--- config.mk ---
export PLATFORM = sky130hd
export DESIGN_NAME = vseq_top
export DESIGN_NICKNAME = d
export VERILOG_FILES = /design/src/vseq_isa_pkg.sv /design/src/vseq_uarch_pkg.sv /design/src/vseq_ifs.sv /design/src/vseq_unit_admit.sv /design/src/vseq_scoreboard.sv /design/src/vseq_issue_reg.sv /design/src/vseq_top.sv
export VERILOG_INCLUDE_DIRS = /design/src
export SDC_FILE = /design/constraint.sdc
export NUM_CORES = 1
export LEC_CHECK = 0
export BUFFER_PORTS_ARGS = -buffer_cell sky130_fd_sc_hd__clkbuf_2
export CORE_MARGIN = 5
export CORE_UTILIZATION = 50
export DETAILED_ROUTE_END_ITERATION = 6
export PLACE_DENSITY = 0.68
export SYNTH_ARGS = -nofsm -noshare
export SYNTH_HDL_FRONTEND = slang
export SYNTH_HIERARCHICAL = 1
export SYNTH_SLANG_ARGS = --single-unit
export TNS_END_PERCENT = 100
--- constraint.sdc ---
create_clock -name clk_i -period 6.2 [get_ports clk_i]
set_input_delay 0.62 -clock clk_i [delete_from_list [all_inputs] [get_ports clk_i]]
set_output_delay 0.62 -clock clk_i [all_outputs]
set_load 0.03 [all_outputs]
--- src/vseq_params.svh ---
// Sequencer sizing: instruction ID count, register file size and unit queue depths
`ifndef VSEQ_PARAMS_SVH
`define VSEQ_PARAMS_SVH

// Number of instruction IDs that can be in flight
`define VSEQ_NR_VINSN 8

// Architectural vector registers
`define VSEQ_NR_VREGS 32

// Max outstanding instructions per functional unit
`define VSEQ_ALU_DEPTH 4
`define VSEQ_MUL_DEPTH 2
`define VSEQ_LD_DEPTH  2
`define VSEQ_ST_DEPTH  2

`endif

--- src/vseq_isa_pkg.sv ---
// Architectural types of the vector ISA as seen by the dispatcher
`default_nettype none
`include "vseq_params.svh"

package vseq_isa_pkg;

  // Opcode, grouped by target unit
  typedef enum logic [2:0] {
    VADD  = 3'd0,
    VSUB  = 3'd1,
    VAND  = 3'd2,
    VOR   = 3'd3,
    VMUL  = 3'd4,
    VMACC = 3'd5,
    VLE   = 3'd6,
    VSE   = 3'd7
  } vop_e;

  // Vector register index
  typedef logic [$clog2(`VSEQ_NR_VREGS)-1:0] vreg_t;

  // Request fields coming from the dispatcher
  typedef struct packed {
    vop_e  op;
    vreg_t vd;
    vreg_t vs1;
    vreg_t vs2;
    logic  use_vd;
    logic  use_vs1;
    logic  use_vs2;
  } vreq_t;

endpackage

`default_nettype wire

--- src/vseq_uarch_pkg.sv ---
// Microarchitectural types of the sequencer: IDs, units and the issued request
`default_nettype none
`include "vseq_params.svh"

package vseq_uarch_pkg;

  import vseq_isa_pkg::*;

  // Instruction ID
  typedef logic [$clog2(`VSEQ_NR_VINSN)-1:0] vid_t;

  // One bit per ID
  // Used for hazard vectors and the running set
  typedef logic [`VSEQ_NR_VINSN-1:0] vid_vec_t;

  // Functional units, values double as counter index
  typedef enum logic [1:0] {
    UNIT_ALU = 2'd0,
    UNIT_MUL = 2'd1,
    UNIT_LD  = 2'd2,
    UNIT_ST  = 2'd3
  } unit_e;

  // Request handed to the functional units
  typedef struct packed {
    vid_t     id;
    unit_e    unit;
    vop_e     op;
    vreg_t    vd;
    vreg_t    vs1;
    vreg_t    vs2;
    vid_vec_t hazard;
  } issue_req_t;

endpackage

`default_nettype wire

--- src/vseq_ifs.sv ---
// Internal interfaces: unit admission and issue handshake
`timescale 1ns/1ps
`default_nettype none

////////////////////////////////////////
// Admission between unit block and scoreboard
////////////////////////////////////////

interface vseq_admit_if;
  import vseq_uarch_pkg::*;

  // Unit decoded from the current opcode
  unit_e unit;
  // Decoded unit still has room
  logic  credit_ok;
  // Request taken this cycle, with its ID
  logic  accept;
  vid_t  accept_id;

  modport admit (output unit, output credit_ok, input accept, input accept_id);
  modport sched (input unit, input credit_ok, output accept, output accept_id);
endinterface

////////////////////////////////////////
// Issue from scoreboard into the output register
////////////////////////////////////////

interface vseq_issue_if;
  import vseq_uarch_pkg::*;

  logic       valid;
  logic       ready;
  issue_req_t req;

  modport src (output valid, output req, input ready);
  modport dst (input valid, input req, output ready);
endinterface

`default_nettype wire

--- src/vseq_unit_admit.sv ---
// Unit admission: opcode decode and per-unit outstanding instruction limits
`timescale 1ns/1ps
`default_nettype none
`include "vseq_params.svh"

module vseq_unit_admit (
  input  logic                 clk_i,
  input  logic                 rst_ni,
  input  vseq_isa_pkg::vop_e   req_op_i,
  input  logic                 done_valid_i,
  input  vseq_uarch_pkg::vid_t done_id_i,
  vseq_admit_if.admit          adm
);
  import vseq_isa_pkg::*;
  import vseq_uarch_pkg::*;

  localparam int unsigned NrUnits = 4;
  // A unit never holds more than all IDs
  localparam int unsigned CntW = $clog2(`VSEQ_NR_VINSN + 1);
  // Indexed by unit_e value
  localparam int unsigned UnitDepth [NrUnits] = '{
    `VSEQ_ALU_DEPTH, `VSEQ_MUL_DEPTH, `VSEQ_LD_DEPTH, `VSEQ_ST_DEPTH
  };

  logic [NrUnits-1:0][CntW-1:0] cnt_q;
  logic [NrUnits-1:0]           cnt_up;
  logic [NrUnits-1:0]           cnt_dn;
  // Unit each live ID went to
  unit_e [`VSEQ_NR_VINSN-1:0]   rec_unit_q;
  vid_vec_t                     rec_vld_q;
  logic                         done_hit;

  function automatic unit_e decode_unit(vop_e op);
    unique case (op)
      VADD, VSUB, VAND, VOR: decode_unit = UNIT_ALU;
      VMUL, VMACC:           decode_unit = UNIT_MUL;
      VLE:                   decode_unit = UNIT_LD;
      default:               decode_unit = UNIT_ST;
    endcase
  endfunction

  assign adm.unit      = decode_unit(req_op_i);
  assign adm.credit_ok = cnt_q[adm.unit] < CntW'(UnitDepth[adm.unit]);

  // Stray dones for non-running IDs do not touch the counters
  assign done_hit = done_valid_i & rec_vld_q[done_id_i];

  always_comb begin
    for (int u = 0; u < NrUnits; u++) begin
      cnt_up[u] = adm.accept & (adm.unit == unit_e'(u));
      cnt_dn[u] = done_hit & (rec_unit_q[done_id_i] == unit_e'(u));
    end
  end

  ////////////////////////////////////////
  // Counters and per-ID record
  ////////////////////////////////////////

  always_ff @(posedge clk_i or negedge rst_ni) begin
    if (!rst_ni) begin
      cnt_q     <= '0;
      rec_vld_q <= '0;
    end else begin
      // Up and down together cancel out
      for (int u = 0; u < NrUnits; u++) begin
        if (cnt_up[u] && !cnt_dn[u]) cnt_q[u] <= cnt_q[u] + 1'b1;
        if (cnt_dn[u] && !cnt_up[u]) cnt_q[u] <= cnt_q[u] - 1'b1;
      end
      // Done first, so a reused ID keeps its new record
      if (done_hit) rec_vld_q[done_id_i] <= 1'b0;
      if (adm.accept) rec_vld_q[adm.accept_id] <= 1'b1;
    end
  end

  always_ff @(posedge clk_i) begin
    if (adm.accept) rec_unit_q[adm.accept_id] <= adm.unit;
  end

endmodule

`default_nettype wire

--- src/vseq_scoreboard.sv ---
// Scoreboard: ID allocation, RAW/WAR/WAW hazard tracking and running set
`timescale 1ns/1ps
`default_nettype none
`include "vseq_params.svh"

module vseq_scoreboard (
  input  logic                                          clk_i,
  input  logic                                          rst_ni,
  input  logic                                          req_valid_i,
  output logic                                          req_ready_o,
  input  vseq_isa_pkg::vop_e                            req_op_i,
  input  vseq_isa_pkg::vreg_t                           req_vd_i,
  input  vseq_isa_pkg::vreg_t                           req_vs1_i,
  input  vseq_isa_pkg::vreg_t                           req_vs2_i,
  input  logic                                          req_use_vd_i,
  input  logic                                          req_use_vs1_i,
  input  logic                                          req_use_vs2_i,
  input  logic                                          done_valid_i,
  input  vseq_uarch_pkg::vid_t                          done_id_i,
  output vseq_uarch_pkg::vid_vec_t                      running_o,
  output vseq_uarch_pkg::vid_vec_t [`VSEQ_NR_VINSN-1:0] hazard_table_o,
  vseq_admit_if.sched                                   adm,
  vseq_issue_if.src                                     iss
);
  import vseq_isa_pkg::*;
  import vseq_uarch_pkg::*;

  // Last writer or reader of one register
  typedef struct packed {
    vid_t vid;
    logic valid;
  } vreg_acc_t;

  vreq_t                              req;
  vid_vec_t                           running_q, running_d, running_live;
  vid_vec_t                           done_vec, haz_vec;
  vreg_acc_t [`VSEQ_NR_VREGS-1:0]     wr_list_q, wr_list_d, rd_list_q, rd_list_d;
  vid_vec_t [`VSEQ_NR_VINSN-1:0]      table_d;
  vid_t                               new_id;
  logic                               any_free;

  assign req = '{op: req_op_i, vd: req_vd_i, vs1: req_vs1_i, vs2: req_vs2_i,
                 use_vd: req_use_vd_i, use_vs1: req_use_vs1_i, use_vs2: req_use_vs2_i};

  // Retire first, so a done this cycle frees its ID and list entries
  always_comb begin
    done_vec = '0;
    if (done_valid_i) done_vec[done_id_i] = 1'b1;
  end
  assign running_live = running_q & ~done_vec;

  // Lowest free ID
  always_comb begin
    new_id   = '0;
    any_free = 1'b0;
    for (int i = `VSEQ_NR_VINSN - 1; i >= 0; i--) begin
      if (!running_live[i]) begin
        new_id   = vid_t'(i);
        any_free = 1'b1;
      end
    end
  end

  assign req_ready_o   = any_free & adm.credit_ok & iss.ready;
  assign adm.accept    = req_valid_i & req_ready_o;
  assign adm.accept_id = new_id;

  ////////////////////////////////////////
  // Hazards and list updates
  ////////////////////////////////////////

  always_comb begin
    haz_vec = '0;
    // Entries of finished IDs no longer count
    for (int r = 0; r < `VSEQ_NR_VREGS; r++) begin
      wr_list_d[r]       = wr_list_q[r];
      wr_list_d[r].valid = wr_list_q[r].valid & running_live[wr_list_q[r].vid];
      rd_list_d[r]       = rd_list_q[r];
      rd_list_d[r].valid = rd_list_q[r].valid & running_live[rd_list_q[r].vid];
    end
    // RAW on the sources
    if (req.use_vs1 && wr_list_d[req.vs1].valid) haz_vec[wr_list_d[req.vs1].vid] = 1'b1;
    if (req.use_vs2 && wr_list_d[req.vs2].valid) haz_vec[wr_list_d[req.vs2].vid] = 1'b1;
    // WAR and WAW on the destination
    if (req.use_vd) begin
      if (rd_list_d[req.vd].valid) haz_vec[rd_list_d[req.vd].vid] = 1'b1;
      if (wr_list_d[req.vd].valid) haz_vec[wr_list_d[req.vd].vid] = 1'b1;
    end
    running_d = running_live;
    table_d   = hazard_table_o;
    if (adm.accept) begin
      running_d[new_id] = 1'b1;
      table_d[new_id]   = haz_vec;
      if (req.use_vd)  wr_list_d[req.vd]  = '{vid: new_id, valid: 1'b1};
      if (req.use_vs1) rd_list_d[req.vs1] = '{vid: new_id, valid: 1'b1};
      if (req.use_vs2) rd_list_d[req.vs2] = '{vid: new_id, valid: 1'b1};
    end
    // Columns of IDs that are gone are dropped from every row
    for (int i = 0; i < `VSEQ_NR_VINSN; i++) table_d[i] &= running_d;
  end

  assign iss.valid = adm.accept;
  assign iss.req   = '{id: new_id, unit: adm.unit, op: req.op, vd: req.vd,
                       vs1: req.vs1, vs2: req.vs2, hazard: haz_vec};

  always_ff @(posedge clk_i or negedge rst_ni) begin
    if (!rst_ni) begin
      running_q      <= '0;
      wr_list_q      <= '0;
      rd_list_q      <= '0;
      hazard_table_o <= '0;
    end else begin
      running_q      <= running_d;
      wr_list_q      <= wr_list_d;
      rd_list_q      <= rd_list_d;
      hazard_table_o <= table_d;
    end
  end

  assign running_o = running_q;

endmodule

`default_nettype wire

--- src/vseq_issue_reg.sv ---
// Issue register: one-entry output stage holding the request under back-pressure
`timescale 1ns/1ps
`default_nettype none

module vseq_issue_reg (
  input  logic                       clk_i,
  input  logic                       rst_ni,
  vseq_issue_if.dst                  iss,
  output logic                       issue_valid_o,
  input  logic                       issue_ready_i,
  output vseq_uarch_pkg::issue_req_t issue_req_o
);
  import vseq_uarch_pkg::*;

  logic       valid_q;
  issue_req_t req_q;

  // Room when empty or drained in this same cycle
  assign iss.ready = ~valid_q | issue_ready_i;

  always_ff @(posedge clk_i or negedge rst_ni) begin
    if (!rst_ni) begin
      valid_q <= 1'b0;
    end else if (iss.valid && iss.ready) begin
      valid_q <= 1'b1;
    end else if (issue_ready_i) begin
      valid_q <= 1'b0;
    end
  end

  // Payload only moves on an input transfer
  always_ff @(posedge clk_i) begin
    if (iss.valid && iss.ready) req_q <= iss.req;
  end

  assign issue_valid_o = valid_q;
  assign issue_req_o   = req_q;

endmodule

`default_nettype wire

--- src/vseq_top.sv ---
// Vector instruction sequencer top: admission, scoreboard and issue register
`timescale 1ns/1ps
`default_nettype none
`include "vseq_params.svh"

module vseq_top (
  input  logic                                          clk_i,
  input  logic                                          rst_ni,
  // Dispatcher side
  input  logic                                          req_valid_i,
  output logic                                          req_ready_o,
  input  vseq_isa_pkg::vop_e                            req_op_i,
  input  vseq_isa_pkg::vreg_t                           req_vd_i,
  input  vseq_isa_pkg::vreg_t                           req_vs1_i,
  input  vseq_isa_pkg::vreg_t                           req_vs2_i,
  input  logic                                          req_use_vd_i,
  input  logic                                          req_use_vs1_i,
  input  logic                                          req_use_vs2_i,
  // Retirement from the units
  input  logic                                          done_valid_i,
  input  vseq_uarch_pkg::vid_t                          done_id_i,
  // Issue to the units
  output logic                                          issue_valid_o,
  input  logic                                          issue_ready_i,
  output vseq_uarch_pkg::vid_t                          issue_id_o,
  output vseq_uarch_pkg::unit_e                         issue_unit_o,
  output vseq_isa_pkg::vop_e                            issue_op_o,
  output vseq_isa_pkg::vreg_t                           issue_vd_o,
  output vseq_uarch_pkg::vid_vec_t                      issue_hazard_o,
  // Status
  output vseq_uarch_pkg::vid_vec_t                      running_o,
  output vseq_uarch_pkg::vid_vec_t [`VSEQ_NR_VINSN-1:0] hazard_table_o,
  output logic                                          idle_o
);
  import vseq_uarch_pkg::*;

  issue_req_t issue_req;

  vseq_admit_if admit_if ();
  vseq_issue_if issue_if ();

  vseq_unit_admit u_admit (
    .clk_i        (clk_i),
    .rst_ni       (rst_ni),
    .req_op_i     (req_op_i),
    .done_valid_i (done_valid_i),
    .done_id_i    (done_id_i),
    .adm          (admit_if.admit)
  );

  vseq_scoreboard u_sb (
    .clk_i          (clk_i),
    .rst_ni         (rst_ni),
    .req_valid_i    (req_valid_i),
    .req_ready_o    (req_ready_o),
    .req_op_i       (req_op_i),
    .req_vd_i       (req_vd_i),
    .req_vs1_i      (req_vs1_i),
    .req_vs2_i      (req_vs2_i),
    .req_use_vd_i   (req_use_vd_i),
    .req_use_vs1_i  (req_use_vs1_i),
    .req_use_vs2_i  (req_use_vs2_i),
    .done_valid_i   (done_valid_i),
    .done_id_i      (done_id_i),
    .running_o      (running_o),
    .hazard_table_o (hazard_table_o),
    .adm            (admit_if.sched),
    .iss            (issue_if.src)
  );

  vseq_issue_reg u_issue (
    .clk_i         (clk_i),
    .rst_ni        (rst_ni),
    .iss           (issue_if.dst),
    .issue_valid_o (issue_valid_o),
    .issue_ready_i (issue_ready_i),
    .issue_req_o   (issue_req)
  );

  // Fields the units need
  // Sources stay internal
  assign issue_id_o     = issue_req.id;
  assign issue_unit_o   = issue_req.unit;
  assign issue_op_o     = issue_req.op;
  assign issue_vd_o     = issue_req.vd;
  assign issue_hazard_o = issue_req.hazard;

  // Idle once nothing is running
  assign idle_o = ~|running_o;

endmodule

`default_nettype wire

==> impl_metrics.env <==
export IMPL_htree_levels=2
export IMPL_syn_nets=2805
export IMPL_post_route_min_period_ns=5.255
export IMPL_p_leak_nw=11.98
export IMPL_route_detailed_drc=5
export IMPL_arrival_ns=5.78
export IMPL_violations="DRC"
export IMPL_post_cts_resized=0
export IMPL_cts_tree="built"
export IMPL_finalSetupViolCount=0
export IMPL_rows=84
export IMPL_floorplan_initialDensity=0.5046
export IMPL_relSlewSlack=0.1856
export IMPL_drtIter0Drc=4411
export IMPL_crit_type="register to register"
export IMPL_die_y_um=240.5
export IMPL_end_kind="register"
export IMPL_start_kind="register"
export IMPL_fin_skew_ns=0.02866
export IMPL_grtUsageMet3=0.1303
export IMPL_vias_per_cell=7.505
export IMPL_yosysWarnings=6
export IMPL_gr_usage_all_layers=0.4171
export IMPL_hold_ws_ns=0.02461
export IMPL_startpoint="u_sb/running_o[1]$_DFF_PN0_"
export IMPL_drive_gt1_frac=0.2339
export IMPL_area_delta_synth_final_pct=10.71
export IMPL_max_freq_mhz=190.3
export IMPL_top_usage_layer="met2"
export IMPL_clock_tree_buffer_depth=3
export IMPL_grt_ovfl_total=0
export IMPL_cts_buffers=45
export IMPL_grt_use_met2=0.5957
export IMPL_dieArea_um2=57850
export IMPL_path_cells="inv_1 -> nor2_2 -> mux4_2 -> o2111a_1 -> o22ai_1 -> or4_1 -> or3_1 -> nor4b_2 -> nor4_4 -> a21oi_1"
export IMPL_grt_pass1_vias=24800
export IMPL_hold_viol=0
export IMPL_clock_sinks=390
export IMPL_grt_pass1_wl_mm=176.0
export IMPL_crit_buf_inv=1
export IMPL_met1_usage=0.5529
export IMPL_slew_viol_final=0
export IMPL_slowest_stage="nor2_2"
export IMPL_ir_worst_vdd_mv=0.2752
export IMPL_vias=26240
export IMPL_min_path_type="primary input to async pin"
export IMPL_worstPathRequired_ns=6.72
export IMPL_crit_path_max_fanout=16
export IMPL_wire_per_inst_um=35.40
export IMPL_syn_inst=2761
export IMPL_ctsHoldBuffers=0
export IMPL_drv_cap=0
export IMPL_insertion_delay_ns=0.61
export IMPL_cts_root_buf="clkbuf_16"
export IMPL_cp_top_family="simple AND/OR/NAND/NOR gates"
export IMPL_firstDrtPassIters=7
export IMPL_fin_nets=2813
export IMPL_routed_wl_mm=123.8
export IMPL_detail_route_antenna_nets=0
export IMPL_dpl_hpwl_mm=84.42
export IMPL_syn_area_um2=26570
export IMPL_setup_tns_final_ns=0
export IMPL_post_route_period_util=0.8476
export IMPL_cts_setup_buffers=0
export IMPL_die_width_um=240.5
export IMPL_p_per_area_nw_per_um2=359.8
export IMPL_tightest_slew_ns=1.217
export IMPL_reg2reg_from="u_sb/running_o[1]$_DFF_PN0_"
export IMPL_antenna_found_initial=5
export IMPL_fp_coreArea_um2=52660
export IMPL_rsz0062_at_grt="no"
export IMPL_gp_congestion=1.076
export IMPL_port_buffers=124
export IMPL_status="complete, but fails checks"
export IMPL_clk_pin_slew_ns=0.06
export IMPL_slowest_delay_ns=0.96
export IMPL_grt_max_degree=137
export IMPL_io_pins=125
export IMPL_n_fill_cell=4607
export IMPL_avgSynthCellArea_um2=9.623
[area by class of cell]
type	instances	area, um2	area share
antenna	4	10.01	0.0003403
clock buffer	63	1286	0.04372
clock inverter	20	240.2	0.008166
inverter	114	427.9	0.01455
multi-input combinational	1985	15100	0.5135
sequential	390	9948	0.3382
tap	688	860.8	0.02926
timing repair buffer	233	1539	0.05232
[final timing paths]
| kind | to | slack [ns] | depth (start not counted) |
|---|---|---|---|
| setup reg to reg | u_sb/hazard_table_o[61]$_DFF_PN0_ | 0.94 | 10 |
| max in group asynchronous | u_sb/rd_list_q[45]$_DFFE_PN0P_ | 4.69 | 2 |
| hold reg to reg | u_admit/cnt_q[3]$_DFFE_PN0P_ | 0.46 | 1 |
| setup / recovery | u_sb/hazard_table_o[61]$_DFF_PN0_ | 0.94 | 10 |
| min in group clk_i | u_issue/issue_valid_o$_DFFE_PN0P_ | 0.31 | 3 |
| hold / removal | u_admit/cnt_q[9]$_DFFE_PN0P_ | 0.02 | 1 |
[per-stage QoR]
step	power, W	worst slack, ns	utilization	instance area [um2]	std cells
CTS	0.01038	1.335	0.5585	29410	3493
global route	0.01088	1.148	0.5585	29410	3493
global placement	0.007498	0.9973	0.5295	27880	3410
floorplan	0.005916	1.623	-	26570	2761
detailed placement	0.007592	0.8837	0.5295	27880	3410
finish	0.01058	0.9450	0.5587	29420	3497
[metal layers]
layer,up-vias,share of wire
li1,10590,-
met1,12910,0.37
met2,2153,0.41
met3,592,0.14
met4,0,0.082
met5,-,0
[layout by cell type, fill, tap and decap left out, types with 24 or more instances in the layout]
master	instances
a22oi_1	60
nand2b_1	62
mux2_2	126
o22ai_1	35
nand2_1	255
a211oi_1	25
nor2_1	144
o221ai_1	62
a2111oi_0	27
edfxtp_1	37
mux4_2	103
nor4_1	34
a21oi_1	91
clkbuf_16	47
or2_2	46
nor3_1	52
o21ai_0	191
nor2b_1	32
dfrtp_1	350
clkbuf_2	121
nand3_1	88
inv_1	107
buf_4	103
o32ai_1	44
and3_1	24
mux2i_1	37
o2111ai_1	42
[sequential cells by signal, indices dropped and copies added, names as in the netlist]
name	flops
u_sb/hazard_table_o	64
u_sb/rd_list_q	128
u_admit/rec_unit_q	16
u_sb/running_o	8
u_issue/issue_valid_o	1
u_issue/issue_req_o	21
u_sb/wr_list_q	128
u_admit/rec_vld_q	8
u_admit/cnt_q	16
[worst register-to-register path, cell delays in order, from the launching register on]
cell and delay, ns:
dfrtp_2 0.77, inv_1 0.42, nor2_2 0.96, mux4_2 0.44, o2111a_1 0.36, o22ai_1 0.19, or4_1 0.57, or3_1 0.61
nor4b_2 0.48, nor4_4 0.15, a21oi_1 0.23
[report_power, final]
part           leakage, nW  internal [W]  switching (W)
clock network        0.753       0.00163        0.00116
logic                 6.33       0.00132        0.00275
registers             4.91       0.00300       0.000716
total                 12.0       0.00595        0.00463
Note: power is estimated with default switching activity, not from simulation.
